$ cat src/hdl/core_params.svh
// core parameters for the three-part RV32I pipeline
`ifndef CORE_PARAMS_SVH
`define CORE_PARAMS_SVH

// data and address width
`define CORE_XLEN 32

// architectural register file
`define CORE_NREGS 32
`define CORE_REG_AW 5

// first fetch address out of reset
`define CORE_RESET_PC 32'h0000_0000

`endif

$ cat src/hdl/riscv_isa_pkg.sv
// RV32I instruction encoding types for the decoder
package riscv_isa_pkg;

    typedef logic [31:0] inst_t;
    typedef logic [6:0] funct7_t;

    // major opcodes handled by this core
    typedef enum logic [6:0] {
        OPC_OP     = 7'b0110011,
        OPC_OP_IMM = 7'b0010011,
        OPC_LUI    = 7'b0110111,
        OPC_STORE  = 7'b0100011,
        OPC_BRANCH = 7'b1100011,
        OPC_JAL    = 7'b1101111
    } opcode_e;

    // funct3 of the ALU group
    typedef enum logic [2:0] {
        F3_ADD_SUB = 3'b000,
        F3_SLL     = 3'b001,
        F3_SLT     = 3'b010,
        F3_SLTU    = 3'b011,
        F3_XOR     = 3'b100,
        F3_SRL_SRA = 3'b101,
        F3_OR      = 3'b110,
        F3_AND     = 3'b111
    } funct3_e;

    // branch and store codes share the same encodings
    localparam funct3_e F3_BEQ = F3_ADD_SUB;
    localparam funct3_e F3_BNE = F3_SLL;
    localparam funct3_e F3_SW  = F3_SLT;

endpackage

$ cat src/hdl/core_pipe_pkg.sv
// pipeline types shared by decode, buffer and execute
`include "core_params.svh"

package core_pipe_pkg;

    typedef logic [`CORE_XLEN-1:0] word_t;
    typedef logic [`CORE_XLEN-1:0] addr_t;
    typedef logic [`CORE_REG_AW-1:0] reg_addr_t;

    typedef enum logic [3:0] {
        ALU_ADD    = 4'd0,
        ALU_SUB    = 4'd1,
        ALU_AND    = 4'd2,
        ALU_OR     = 4'd3,
        ALU_XOR    = 4'd4,
        ALU_SLL    = 4'd5,
        ALU_SRL    = 4'd6,
        ALU_SRA    = 4'd7,
        ALU_SLT    = 4'd8,
        ALU_SLTU   = 4'd9,
        // lui result is the immediate itself
        ALU_PASS_B = 4'd10
    } alu_op_e;

    typedef enum logic [2:0] {
        CLS_NOP   = 3'd0,
        CLS_ALU   = 3'd1,
        CLS_STORE = 3'd2,
        CLS_BEQ   = 3'd3,
        CLS_BNE   = 3'd4,
        CLS_JAL   = 3'd5
    } op_class_e;

endpackage

$ cat src/hdl/stage_if.sv
// one decoded instruction passed between pipeline parts
`timescale 1ns/1ps

interface stage_if import core_pipe_pkg::*; ();

    logic      valid;
    addr_t     pc;
    op_class_e op_class;
    alu_op_e   alu_op;
    reg_addr_t rs1;
    reg_addr_t rs2;
    word_t     rs1_data;
    word_t     rs2_data;
    logic      use_imm;
    word_t     imm;
    reg_addr_t rd;

    modport src (
        output valid, pc, op_class, alu_op, rs1, rs2,
        output rs1_data, rs2_data, use_imm, imm, rd
    );

    modport dst (
        input valid, pc, op_class, alu_op, rs1, rs2,
        input rs1_data, rs2_data, use_imm, imm, rd
    );

endinterface

$ cat src/hdl/reg_file.sv
// integer register file, two combinational reads and one write
`timescale 1ns/1ps
`include "core_params.svh"

module reg_file (
    input  logic                    clk,
    input  logic                    rst_n_i,
    input  logic [`CORE_REG_AW-1:0] raddr1_i,
    input  logic [`CORE_REG_AW-1:0] raddr2_i,
    output logic [`CORE_XLEN-1:0]   rdata1_o,
    output logic [`CORE_XLEN-1:0]   rdata2_o,
    input  logic                    we_i,
    input  logic [`CORE_REG_AW-1:0] waddr_i,
    input  logic [`CORE_XLEN-1:0]   wdata_i
);

    logic [`CORE_XLEN-1:0] regs_q [`CORE_NREGS];

    // x0 is cleared by reset and never written again
    always_ff @(posedge clk or negedge rst_n_i) begin
        if (!rst_n_i) begin
            for (int i = 0; i < `CORE_NREGS; i++) begin
                regs_q[i] <= '0;
            end
        end else if (we_i && (waddr_i != '0)) begin
            regs_q[waddr_i] <= wdata_i;
        end
    end

    // no write-through, the buffer forwards instead
    assign rdata1_o = regs_q[raddr1_i];
    assign rdata2_o = regs_q[raddr2_i];

endmodule

$ cat src/hdl/fetch_decode.sv
// program counter, instruction decode and register operand read
`timescale 1ns/1ps
`include "core_params.svh"

module fetch_decode import core_pipe_pkg::*; import riscv_isa_pkg::*; (
    input  logic      clk,
    input  logic      rst_n_i,
    input  inst_t     inst_i,
    output addr_t     inst_addr_o,
    input  logic      redirect_i,
    input  addr_t     redirect_pc_i,
    output reg_addr_t rf_raddr1_o,
    output reg_addr_t rf_raddr2_o,
    input  word_t     rf_rdata1_i,
    input  word_t     rf_rdata2_i,
    stage_if.src      dec
);

    addr_t     pc_q;
    opcode_e   opcode;
    funct3_e   funct3;
    funct7_t   funct7;
    op_class_e op_class;
    alu_op_e   alu_op;
    logic      use_imm;
    word_t     imm;

    function automatic alu_op_e alu_from_f3(input funct3_e f3, input logic alt);
        alu_op_e op;
        case (f3)
            F3_ADD_SUB: op = alt ? ALU_SUB : ALU_ADD;
            F3_SLL:     op = ALU_SLL;
            F3_SLT:     op = ALU_SLT;
            F3_SLTU:    op = ALU_SLTU;
            F3_XOR:     op = ALU_XOR;
            F3_SRL_SRA: op = alt ? ALU_SRA : ALU_SRL;
            F3_OR:      op = ALU_OR;
            default:    op = ALU_AND;
        endcase
        return op;
    endfunction

    always_ff @(posedge clk or negedge rst_n_i) begin
        if (!rst_n_i) begin
            pc_q <= `CORE_RESET_PC;
        end else if (redirect_i) begin
            pc_q <= redirect_pc_i;
        end else begin
            pc_q <= pc_q + 32'd4;
        end
    end

    assign inst_addr_o = pc_q;

    assign opcode = opcode_e'(inst_i[6:0]);
    assign funct3 = funct3_e'(inst_i[14:12]);
    assign funct7 = inst_i[31:25];

    always_comb begin
        op_class = CLS_NOP;
        alu_op   = ALU_ADD;
        use_imm  = 1'b0;
        imm      = '0;
        case (opcode)
            OPC_OP: begin
                op_class = CLS_ALU;
                alu_op   = alu_from_f3(funct3, funct7[5]);
            end
            OPC_OP_IMM: begin
                // bit 30 selects srai only, addi has no subtract form
                op_class = CLS_ALU;
                alu_op   = alu_from_f3(funct3, funct7[5] && (funct3 == F3_SRL_SRA));
                use_imm  = 1'b1;
                imm      = {{20{inst_i[31]}}, inst_i[31:20]};
            end
            OPC_LUI: begin
                op_class = CLS_ALU;
                alu_op   = ALU_PASS_B;
                use_imm  = 1'b1;
                imm      = {inst_i[31:12], 12'b0};
            end
            OPC_STORE: begin
                if (funct3 == F3_SW) begin
                    op_class = CLS_STORE;
                    use_imm  = 1'b1;
                    imm      = {{20{inst_i[31]}}, inst_i[31:25], inst_i[11:7]};
                end
            end
            OPC_BRANCH: begin
                if (funct3 == F3_BEQ) begin
                    op_class = CLS_BEQ;
                end else if (funct3 == F3_BNE) begin
                    op_class = CLS_BNE;
                end
                imm = {{20{inst_i[31]}}, inst_i[7], inst_i[30:25], inst_i[11:8], 1'b0};
            end
            OPC_JAL: begin
                op_class = CLS_JAL;
                imm = {{12{inst_i[31]}}, inst_i[19:12], inst_i[20], inst_i[30:21], 1'b0};
            end
            default: begin
                op_class = CLS_NOP;
            end
        endcase
    end

    assign rf_raddr1_o = inst_i[19:15];
    assign rf_raddr2_o = inst_i[24:20];

    // wrong-path instruction is dropped while the pc redirects
    assign dec.valid    = !redirect_i;
    assign dec.pc       = pc_q;
    assign dec.op_class = op_class;
    assign dec.alu_op   = alu_op;
    assign dec.rs1      = inst_i[19:15];
    assign dec.rs2      = inst_i[24:20];
    assign dec.rs1_data = rf_rdata1_i;
    assign dec.rs2_data = rf_rdata2_i;
    assign dec.use_imm  = use_imm;
    assign dec.imm      = imm;
    assign dec.rd       = inst_i[11:7];

endmodule

$ cat src/hdl/id_ex_buffer.sv
// decode to execute register with write-back operand bypass
`timescale 1ns/1ps

module id_ex_buffer import core_pipe_pkg::*; (
    input  logic      clk,
    input  logic      rst_n_i,
    input  logic      wb_en_i,
    input  reg_addr_t wb_rd_i,
    input  word_t     wb_data_i,
    stage_if.dst      dec,
    stage_if.src      exe
);

    logic fwd1;
    logic fwd2;

    // register file is written this same edge, so take the new value here
    assign fwd1 = wb_en_i && (wb_rd_i != '0) && (wb_rd_i == dec.rs1);
    assign fwd2 = wb_en_i && (wb_rd_i != '0) && (wb_rd_i == dec.rs2);

    always_ff @(posedge clk or negedge rst_n_i) begin
        if (!rst_n_i) begin
            exe.valid <= 1'b0;
        end else begin
            exe.valid <= dec.valid;
        end
    end

    always_ff @(posedge clk) begin
        exe.pc       <= dec.pc;
        exe.op_class <= dec.op_class;
        exe.alu_op   <= dec.alu_op;
        exe.rs1      <= dec.rs1;
        exe.rs2      <= dec.rs2;
        exe.rs1_data <= fwd1 ? wb_data_i : dec.rs1_data;
        exe.rs2_data <= fwd2 ? wb_data_i : dec.rs2_data;
        exe.use_imm  <= dec.use_imm;
        exe.imm      <= dec.imm;
        exe.rd       <= dec.rd;
    end

endmodule

$ cat src/hdl/execute_unit.sv
// ALU, branch resolution, store port and register write-back
`timescale 1ns/1ps
`include "core_params.svh"

module execute_unit import core_pipe_pkg::*; (
    input  logic      clk,
    input  logic      rst_n_i,
    stage_if.dst      exe,
    output logic      redirect_o,
    output addr_t     redirect_pc_o,
    output logic      wb_en_o,
    output reg_addr_t wb_rd_o,
    output word_t     wb_data_o,
    output logic      mem_w_enable_o,
    output addr_t     mem_w_addr_o,
    output word_t     mem_w_data_o
);

    word_t      op_a;
    word_t      op_b;
    word_t      alu_res;
    logic [4:0] shamt;
    logic       equal;
    logic       taken;
    logic       is_jal;
    logic       is_store;

    assign op_a  = exe.rs1_data;
    assign op_b  = exe.use_imm ? exe.imm : exe.rs2_data;
    assign shamt = op_b[4:0];

    always_comb begin
        case (exe.alu_op)
            ALU_ADD:    alu_res = op_a + op_b;
            ALU_SUB:    alu_res = op_a - op_b;
            ALU_AND:    alu_res = op_a & op_b;
            ALU_OR:     alu_res = op_a | op_b;
            ALU_XOR:    alu_res = op_a ^ op_b;
            ALU_SLL:    alu_res = op_a << shamt;
            ALU_SRL:    alu_res = op_a >> shamt;
            ALU_SRA:    alu_res = word_t'($signed(op_a) >>> shamt);
            ALU_SLT:    alu_res = {{(`CORE_XLEN-1){1'b0}}, $signed(op_a) < $signed(op_b)};
            ALU_SLTU:   alu_res = {{(`CORE_XLEN-1){1'b0}}, op_a < op_b};
            ALU_PASS_B: alu_res = op_b;
            default:    alu_res = '0;
        endcase
    end

    // branches always compare the two registers
    assign equal    = (exe.rs1_data == exe.rs2_data);
    assign is_jal   = (exe.op_class == CLS_JAL);
    assign is_store = exe.valid && (exe.op_class == CLS_STORE);

    assign taken = exe.valid &&
                   (((exe.op_class == CLS_BEQ) && equal) ||
                    ((exe.op_class == CLS_BNE) && !equal) ||
                    is_jal);

    assign redirect_o    = taken;
    assign redirect_pc_o = exe.pc + exe.imm;

    // link value for jal, alu result otherwise
    assign wb_en_o   = exe.valid && ((exe.op_class == CLS_ALU) || is_jal);
    assign wb_rd_o   = exe.rd;
    assign wb_data_o = is_jal ? exe.pc + 32'd4 : alu_res;

    always_ff @(posedge clk or negedge rst_n_i) begin
        if (!rst_n_i) begin
            mem_w_enable_o <= 1'b0;
        end else begin
            mem_w_enable_o <= is_store;
        end
    end

    // store address comes out of the adder as rs1 plus offset
    always_ff @(posedge clk) begin
        mem_w_addr_o <= alu_res;
        mem_w_data_o <= exe.rs2_data;
    end

endmodule

$ cat src/hdl/rv_core_top.sv
// RV32I core top, fetch/decode, buffer and execute parts
`timescale 1ns/1ps

module rv_core_top import core_pipe_pkg::*; (
    input  logic                 clk,
    input  logic                 rst_n_i,
    input  riscv_isa_pkg::inst_t inst_i,
    output addr_t                inst_addr_o,
    output logic                 mem_w_enable_o,
    output addr_t                mem_w_addr_o,
    output word_t                mem_w_data_o
);

    logic      redirect;
    addr_t     redirect_pc;
    reg_addr_t rf_raddr1;
    reg_addr_t rf_raddr2;
    word_t     rf_rdata1;
    word_t     rf_rdata2;
    logic      wb_en;
    reg_addr_t wb_rd;
    word_t     wb_data;

    stage_if dec_bus ();
    stage_if exe_bus ();

    fetch_decode u_fetch_decode (
        .clk           (clk          ),
        .rst_n_i       (rst_n_i      ),
        .inst_i        (inst_i       ),
        .inst_addr_o   (inst_addr_o  ),
        .redirect_i    (redirect     ),
        .redirect_pc_i (redirect_pc  ),
        .rf_raddr1_o   (rf_raddr1    ),
        .rf_raddr2_o   (rf_raddr2    ),
        .rf_rdata1_i   (rf_rdata1    ),
        .rf_rdata2_i   (rf_rdata2    ),
        .dec           (dec_bus.src  )
    );

    reg_file u_reg_file (
        .clk      (clk       ),
        .rst_n_i  (rst_n_i   ),
        .raddr1_i (rf_raddr1 ),
        .raddr2_i (rf_raddr2 ),
        .rdata1_o (rf_rdata1 ),
        .rdata2_o (rf_rdata2 ),
        .we_i     (wb_en     ),
        .waddr_i  (wb_rd     ),
        .wdata_i  (wb_data   )
    );

    id_ex_buffer u_id_ex_buffer (
        .clk       (clk          ),
        .rst_n_i   (rst_n_i      ),
        .wb_en_i   (wb_en        ),
        .wb_rd_i   (wb_rd        ),
        .wb_data_i (wb_data      ),
        .dec       (dec_bus.dst  ),
        .exe       (exe_bus.src  )
    );

    execute_unit u_execute_unit (
        .clk            (clk            ),
        .rst_n_i        (rst_n_i        ),
        .exe            (exe_bus.dst    ),
        .redirect_o     (redirect       ),
        .redirect_pc_o  (redirect_pc    ),
        .wb_en_o        (wb_en          ),
        .wb_rd_o        (wb_rd          ),
        .wb_data_o      (wb_data        ),
        .mem_w_enable_o (mem_w_enable_o ),
        .mem_w_addr_o   (mem_w_addr_o   ),
        .mem_w_data_o   (mem_w_data_o   )
    );

endmodule

$ cat config.mk
export PLATFORM = sky130hd
export DESIGN_NAME = rv_core_top
export DESIGN_NICKNAME = d
export VERILOG_FILES = /design/src/hdl/riscv_isa_pkg.sv /design/src/hdl/core_pipe_pkg.sv /design/src/hdl/stage_if.sv /design/src/hdl/reg_file.sv /design/src/hdl/fetch_decode.sv /design/src/hdl/id_ex_buffer.sv /design/src/hdl/execute_unit.sv /design/src/hdl/rv_core_top.sv
export VERILOG_INCLUDE_DIRS = /design/src /design/src/hdl
export SDC_FILE = /design/constraint.sdc
export NUM_CORES = 2
export LEC_CHECK = 0
export BUFFER_PORTS_ARGS = -buffer_cell sky130_fd_sc_hd__buf_2
export CORE_ASPECT_RATIO = 1.4
export CORE_MARGIN = 4
export CORE_UTILIZATION = 50
export CTS_CLUSTER_SIZE = 40
export DETAILED_ROUTE_END_ITERATION = 12
export PLACE_DENSITY_LB_ADDON = 0.2
export SYNTH_ARGS = -nofsm -noshare
export SYNTH_HDL_FRONTEND = slang
export SYNTH_HIERARCHICAL = 1
export SYNTH_SLANG_ARGS = --single-unit
$ cat constraint.sdc
create_clock -name clk -period 9.2 [get_ports clk]
set_input_delay 0 -clock clk [delete_from_list [all_inputs] [get_ports clk]]
set_output_delay 0 -clock clk [all_outputs]
set_load 0.01 [all_outputs]
**After elaboration in Yosys (flattened, before gate mapping)**

Index checks and enable logic that the tools add are counted.

- Add/subtract/negate cells: 5
- Multiply operators: 0
- Div/mod/pow operators: 0
- Magnitude comparators: 6
- Equal/unequal tests: 30
- Shift operators: 3
- Mux-type cells: 30
- Bitwise operators: 6
- Reduce and logical (&&, ||, !) cells: 20

Operator list:

| kind | number |
|---|---|
| $bwmux 1024 | 1 |
| $mux 32 | 11 |
| $pmux 32 s11 | 1 |
| $bmux 32 s5 | 2 |
| $demux 32 s5 | 1 |
| $pmux 32 s5 | 1 |
| $add 32x3->32 const B | 2 |
| $add 32x32->32 | 2 |
| $lt 32x32->1 | 2 |
| $pmux 4 s7 | 2 |
| $and 32x32->32 | 1 |
| $eq 32x32->1 | 1 |
| $or 32x32->32 | 1 |
| $shl 32x5->32 | 1 |
| $shr 32x5->32 | 1 |
| $sshr 32x5->32 | 1 |
| $sub 32x32->32 | 1 |
| $xor 32x32->32 | 1 |
| $eq 7x6->1 const B | 3 |
| $ge 6x6->1 const B | 3 |
| $not 5->6 | 3 |
| $eq 4x3->1 const B | 4 |
| $eq 3x3->1 const B | 5 |
| $eq 7x7->1 const B | 2 |
| other kinds (22) | 47 |

- Flip-flop bits (word level): 1,263
- Bits in latches: 0
- Bits in writable memories: 0
- Memory bits (read-only): 0
- Bits of input ports: 34
- Memories kept: 0

**Depth between registers and ports, before layout**

- Depth in word-level cells: 7
- Mapped depth: 20
- Mapped depth without buffers: 16

**Hierarchy**

Netlist, hierarchy kept.

By module, submodules not included:

| module | times used | cells an instance | area an instance (um^2) | seq. area each (um^2) |
|---|---|---|---|---|
| reg_file | 1 | 4,601 | 55,942.4 | 25,624.6 |
| execute_unit | 1 | 1,856 | 13,261.5 | 1,306.3 |
| id_ex_buffer | 1 | 238 | 4,229.1 | 3,047.9 |
| fetch_decode | 1 | 411 | 3,303.2 | 800.8 |

**Least setup slack after synthesis**

Ideal clock, no wire load.

- Kind: flip-flop to flip-flop
- Start: reg u_id_ex_buffer.exe.use_imm
- End: reg u_reg_file/regs_q[606] (netlist bit)
- Setup time: 0.128 ns
- Arrival: 5.254 ns
- Data required time: 9.072 ns
- Setup slack: 3.819 ns
- Stages on the path, launching flop included: 19
- Buffers on the path: 5
- Clock period less this slack: 5.381 ns
- Path through: dfxtp_1 > buf_6 > buf_2 > buf_1 > buf_1 > mux2i_1 > inv_1 > ha_1 > or4_1 > o21ai_0 > a21oi_1 > o41a_1 > a31oi_1 > mux2i_1 > nor2_1 > or4b_1 > mux2_2 > clkbuf_1 > mux2_1

- Cells in the longest elaborated chain, start to end: 5
- Elaborated cells on any way between the ends: 12
- Classes of those cells: add/sub: 2; shift: 3; mux: 4; bitwise: 3

RTL lines:

| what | RTL line | text |
|---|---|---|
| from (decl) | stage_if.sv:20 | `output rs1_data, rs2_data, use_imm, imm, rd` |
| $mux 32 * | execute_unit.sv:29 | `assign op_b = exe.use_imm ? exe.imm : exe.rs2_data;` |
| $sub 32x32->32, or another cell as far along | execute_unit.sv:35 | `ALU_SUB: alu_res = op_a - op_b;` |
| $pmux 32 s11 * | execute_unit.sv:33 | `case (exe.alu_op)` |
| named net u_execute_unit.alu_res[30] | execute_unit.sv:21 | `word_t alu_res;` |
| $mux 32 * | execute_unit.sv:65 | `assign wb_data_o = is_jal ? exe.pc + 32'd4 : alu_res;` |
| named net wb_data[30] | rv_core_top.sv:22 | `word_t wb_data;` |
| $bwmux 1024 * | reg_file.sv:26 | `regs_q[waddr_i] <= wdata_i;` |
| to (signal, indexed assignment) | reg_file.sv:26 |  |
| to (decl) | reg_file.sv:17 | `` logic [`CORE_XLEN-1:0] regs_q [`CORE_NREGS]; `` |

The timed path passes the listed nets; every way through them passes the cells marked *.
A chain may end at the register's enable or synchronous reset.

**Worst setup path in the final report**

Ends and elaborated chain as after synthesis.

==> impl_metrics.ini <==
[global_routing]
grt_use_met2 = 0.5596
grt_antenna_before_repair = 12
grt.busiest_layer = met2
grt_pass1_wl_um = 410000
grt_max_degree = 175
grt_usage = 0.3464
grtUsageMet3 = 0.06316
met1_usage = 0.4191
grt_pass1_vias = 59340
overflow = 0

[run]
maxCapViolCount = 1

[synth]
postSynthAreaPerCell_um2 = 10.79
syn_inst = 7096
synth_area_um2 = 76540
synth.yosys.warnings = 6
syn-num-nets = 7269

[timing]
skew_ns = 0.03525
final_hold_viol_count = 0
setup_slack_ns = 2.895
layout_min_cycle_time_ns = 6.305
setup_viol = 0
worstMarginPinSlew_ns = 1.497
finalMaxSlewViolations = 1
clock.fmax_ghz = 0.1586
final.setup.tns_ns = 0
fin_crit_sh = 0.6854
maxSlewHeadroom = -0.005305
rsz0062_at_grt = false

[cts]
cts_tree = yes
clk-insertion-delay-late_ns = 0.80
root_buffer = clkbuf_16
ctsLongestPathBuffers = 3
clock-sinks = 1263
clkSlewWorstSetupHoldPaths_ns = 0.07
numCtsBuffers = 130
htreeDepth = 4
ctsResizeCount = 0

[run_status]
violations = capacitance limit, slew limit
status = finished, violations left

[routing]
via_per_inst = 6.662
post-route-drc-count = 0
wl_per_cell_um = 32.05
via_count = 59240
antenna_left = 0
finalWirelength_um = 285000
first_pass_iters = 6
drt-initial-drc-count = 5789

[placed_design]
dp_cells = 8589
place.gp.congestion = 1.041
placed_area_um2 = 76990
dp_hpwl_um = 170900
dp_slack_ns = 3.085
port_buffers = 130

[cells_and_area]
multiInputGateArea_um2 = 41660
drive_gt1_frac = 0.2400
nets = 6993
seqCellArea_um2 = 30580
area.growth.synth_to_final_pct = 7.147
fillers = 13300
final_cells = 8892
finalInstanceArea_um2 = 82010

[setup_path]
startpoint_type = flop
r2r_slack_ns = 2.89
end_kind = flop
critPathKind = reg2reg
cp.arrival_ns = 6.97
r2r-start = u_id_ex_buffer/exe.use_imm
r2r-end = u_reg_file/regs_q[606]
r2r_cells = 15
worstPathRequired_ns = 9.86
cp_max_fo = 38

[hold_path]
min-delay-start = inst_i[25]
whs_endpoint = u_id_ex_buffer/exe.imm[5]
hold_depth = 3
hold_class = in2reg

[pwr]
leakage_nw = 39.45
p_per_area_nw_per_um2 = 181.9
vdd_drop_max_uv = 184.2

[die]
start_util = 0.5041
die_w_um = 338.7
rows = 169
dieArea_um2 = 159500
core_area_um2 = 151800
fp.dieH_um = 470.9
io_pins = 131
==> how the worst max path moves through the flow <==
stage,to,slack [ns],startpoint
finish,u_reg_file/regs_q[606],2.89,u_id_ex_buffer/exe.use_imm
global route,u_reg_file/regs_q[638],2.84,u_id_ex_buffer/exe.use_imm
CTS,u_reg_file/regs_q[638],3.07,u_id_ex_buffer/exe.use_imm
detailed placement,u_reg_file/regs_q[638],3.08,u_id_ex_buffer/exe.use_imm
global placement,u_reg_file/regs_q[638],3.16,u_id_ex_buffer/exe.use_imm
floorplan,u_reg_file/regs_q[606],3.82,u_id_ex_buffer/exe.use_imm
==> cell usage in the layout (no fill, tap or decap), types with 40 or more instances in the layout <==
cell type,instances
a21oi_1,358
buf_4,115
dfxtp_1,204
nand4_1,40
xnor2_1,86
mux2_4,60
buf_2,127
dfrtp_1,1058
ha_1,136
nor3_1,103
nor2_1,194
mux2_2,1011
mux2i_1,1136
clkbuf_16,135
dlygate4sd3_1,64
o21ai_0,127
inv_1,108
nand2_1,402
a31oi_1,104
a21o_1,44
nand3_1,242
a22oi_1,199
a22o_1,135
==> final cells by class <==
type / instances / share of cell area
well taps: 1966 / 0.03000
multi-input cells: 4987 / 0.5081
repair buffers: 326 / 0.03088
clock inverters: 41 / 0.006408
clock buffers: 189 / 0.04635
inverters: 112 / 0.005157
flip-flops and latches: 1263 / 0.3729
diodes: 8 / 0.0002441
==> sequential cells by signal, summed over array words and instances, names as in the netlist <==
| register | count |
|---|---|
| u_execute_unit/mem_w_addr_o | 32 |
| u_execute_unit/mem_w_data_o | 32 |
| u_execute_unit/mem_w_enable_o | 1 |
| u_fetch_decode/dec.pc | 32 |
| u_id_ex_buffer/exe.alu_op | 4 |
| u_id_ex_buffer/exe.imm | 32 |
| u_id_ex_buffer/exe.op_class | 3 |
| u_id_ex_buffer/exe.pc | 32 |
| u_id_ex_buffer/exe.rd | 5 |
| u_id_ex_buffer/exe.rs1_data | 32 |
| u_id_ex_buffer/exe.rs2_data | 32 |
| u_id_ex_buffer/exe.use_imm | 1 |
| u_id_ex_buffer/exe.valid | 1 |
| u_reg_file/regs_q | 1024 |
==> worst max-delay path: stages, from the launching register on <==
cell,delay (ns)
dfxtp_2,0.31
buf_4,0.54
mux2i_4,0.33
buf_4,0.44
inv_2,0.08
ha_1,0.24
or4_1,0.55
o21ai_0,0.52
a21oi_1,0.29
o41a_1,0.48
a31oi_1,0.49
mux2i_1,0.25
nor2_1,0.05
or4b_1,0.54
mux2_2,0.56
mux2_1,0.42
==> repair_timing <==
action	in CTS	in global routing
buffers inserted	0	0
hold buffers	65	0
endpoints found under the hold margin	255	0
==> through the flow <==
stage          hold slack [ns]  total power (W)    util
3_5_place_dp          -0.05186         0.009436  0.5071
2_1_floorplan          -0.2956         0.008261       -
5_1_grt                0.05766          0.01542  0.5400
4_1_cts                0.02603          0.01490  0.5400
3_3_place_gp          -0.04954         0.009402  0.5071
6_report               0.06959          0.01492  0.5401
==> report_power, final <==
group	internal (W)	switching, W	leakage (nW)
Sequential	0.00584	0.000328	16.4
Combinational	0.00108	0.00222	20.9
Clock	0.00313	0.00232	2.13
==> routing by layer <==
metal  part of all wire  vias to the layer above
li1                   -                    25310
met1               0.38                    30110
met2               0.47                     2885
met3              0.073                      925
met4              0.082                        8
met5            0.00020                        -
(Power assumes the default switching activity.)
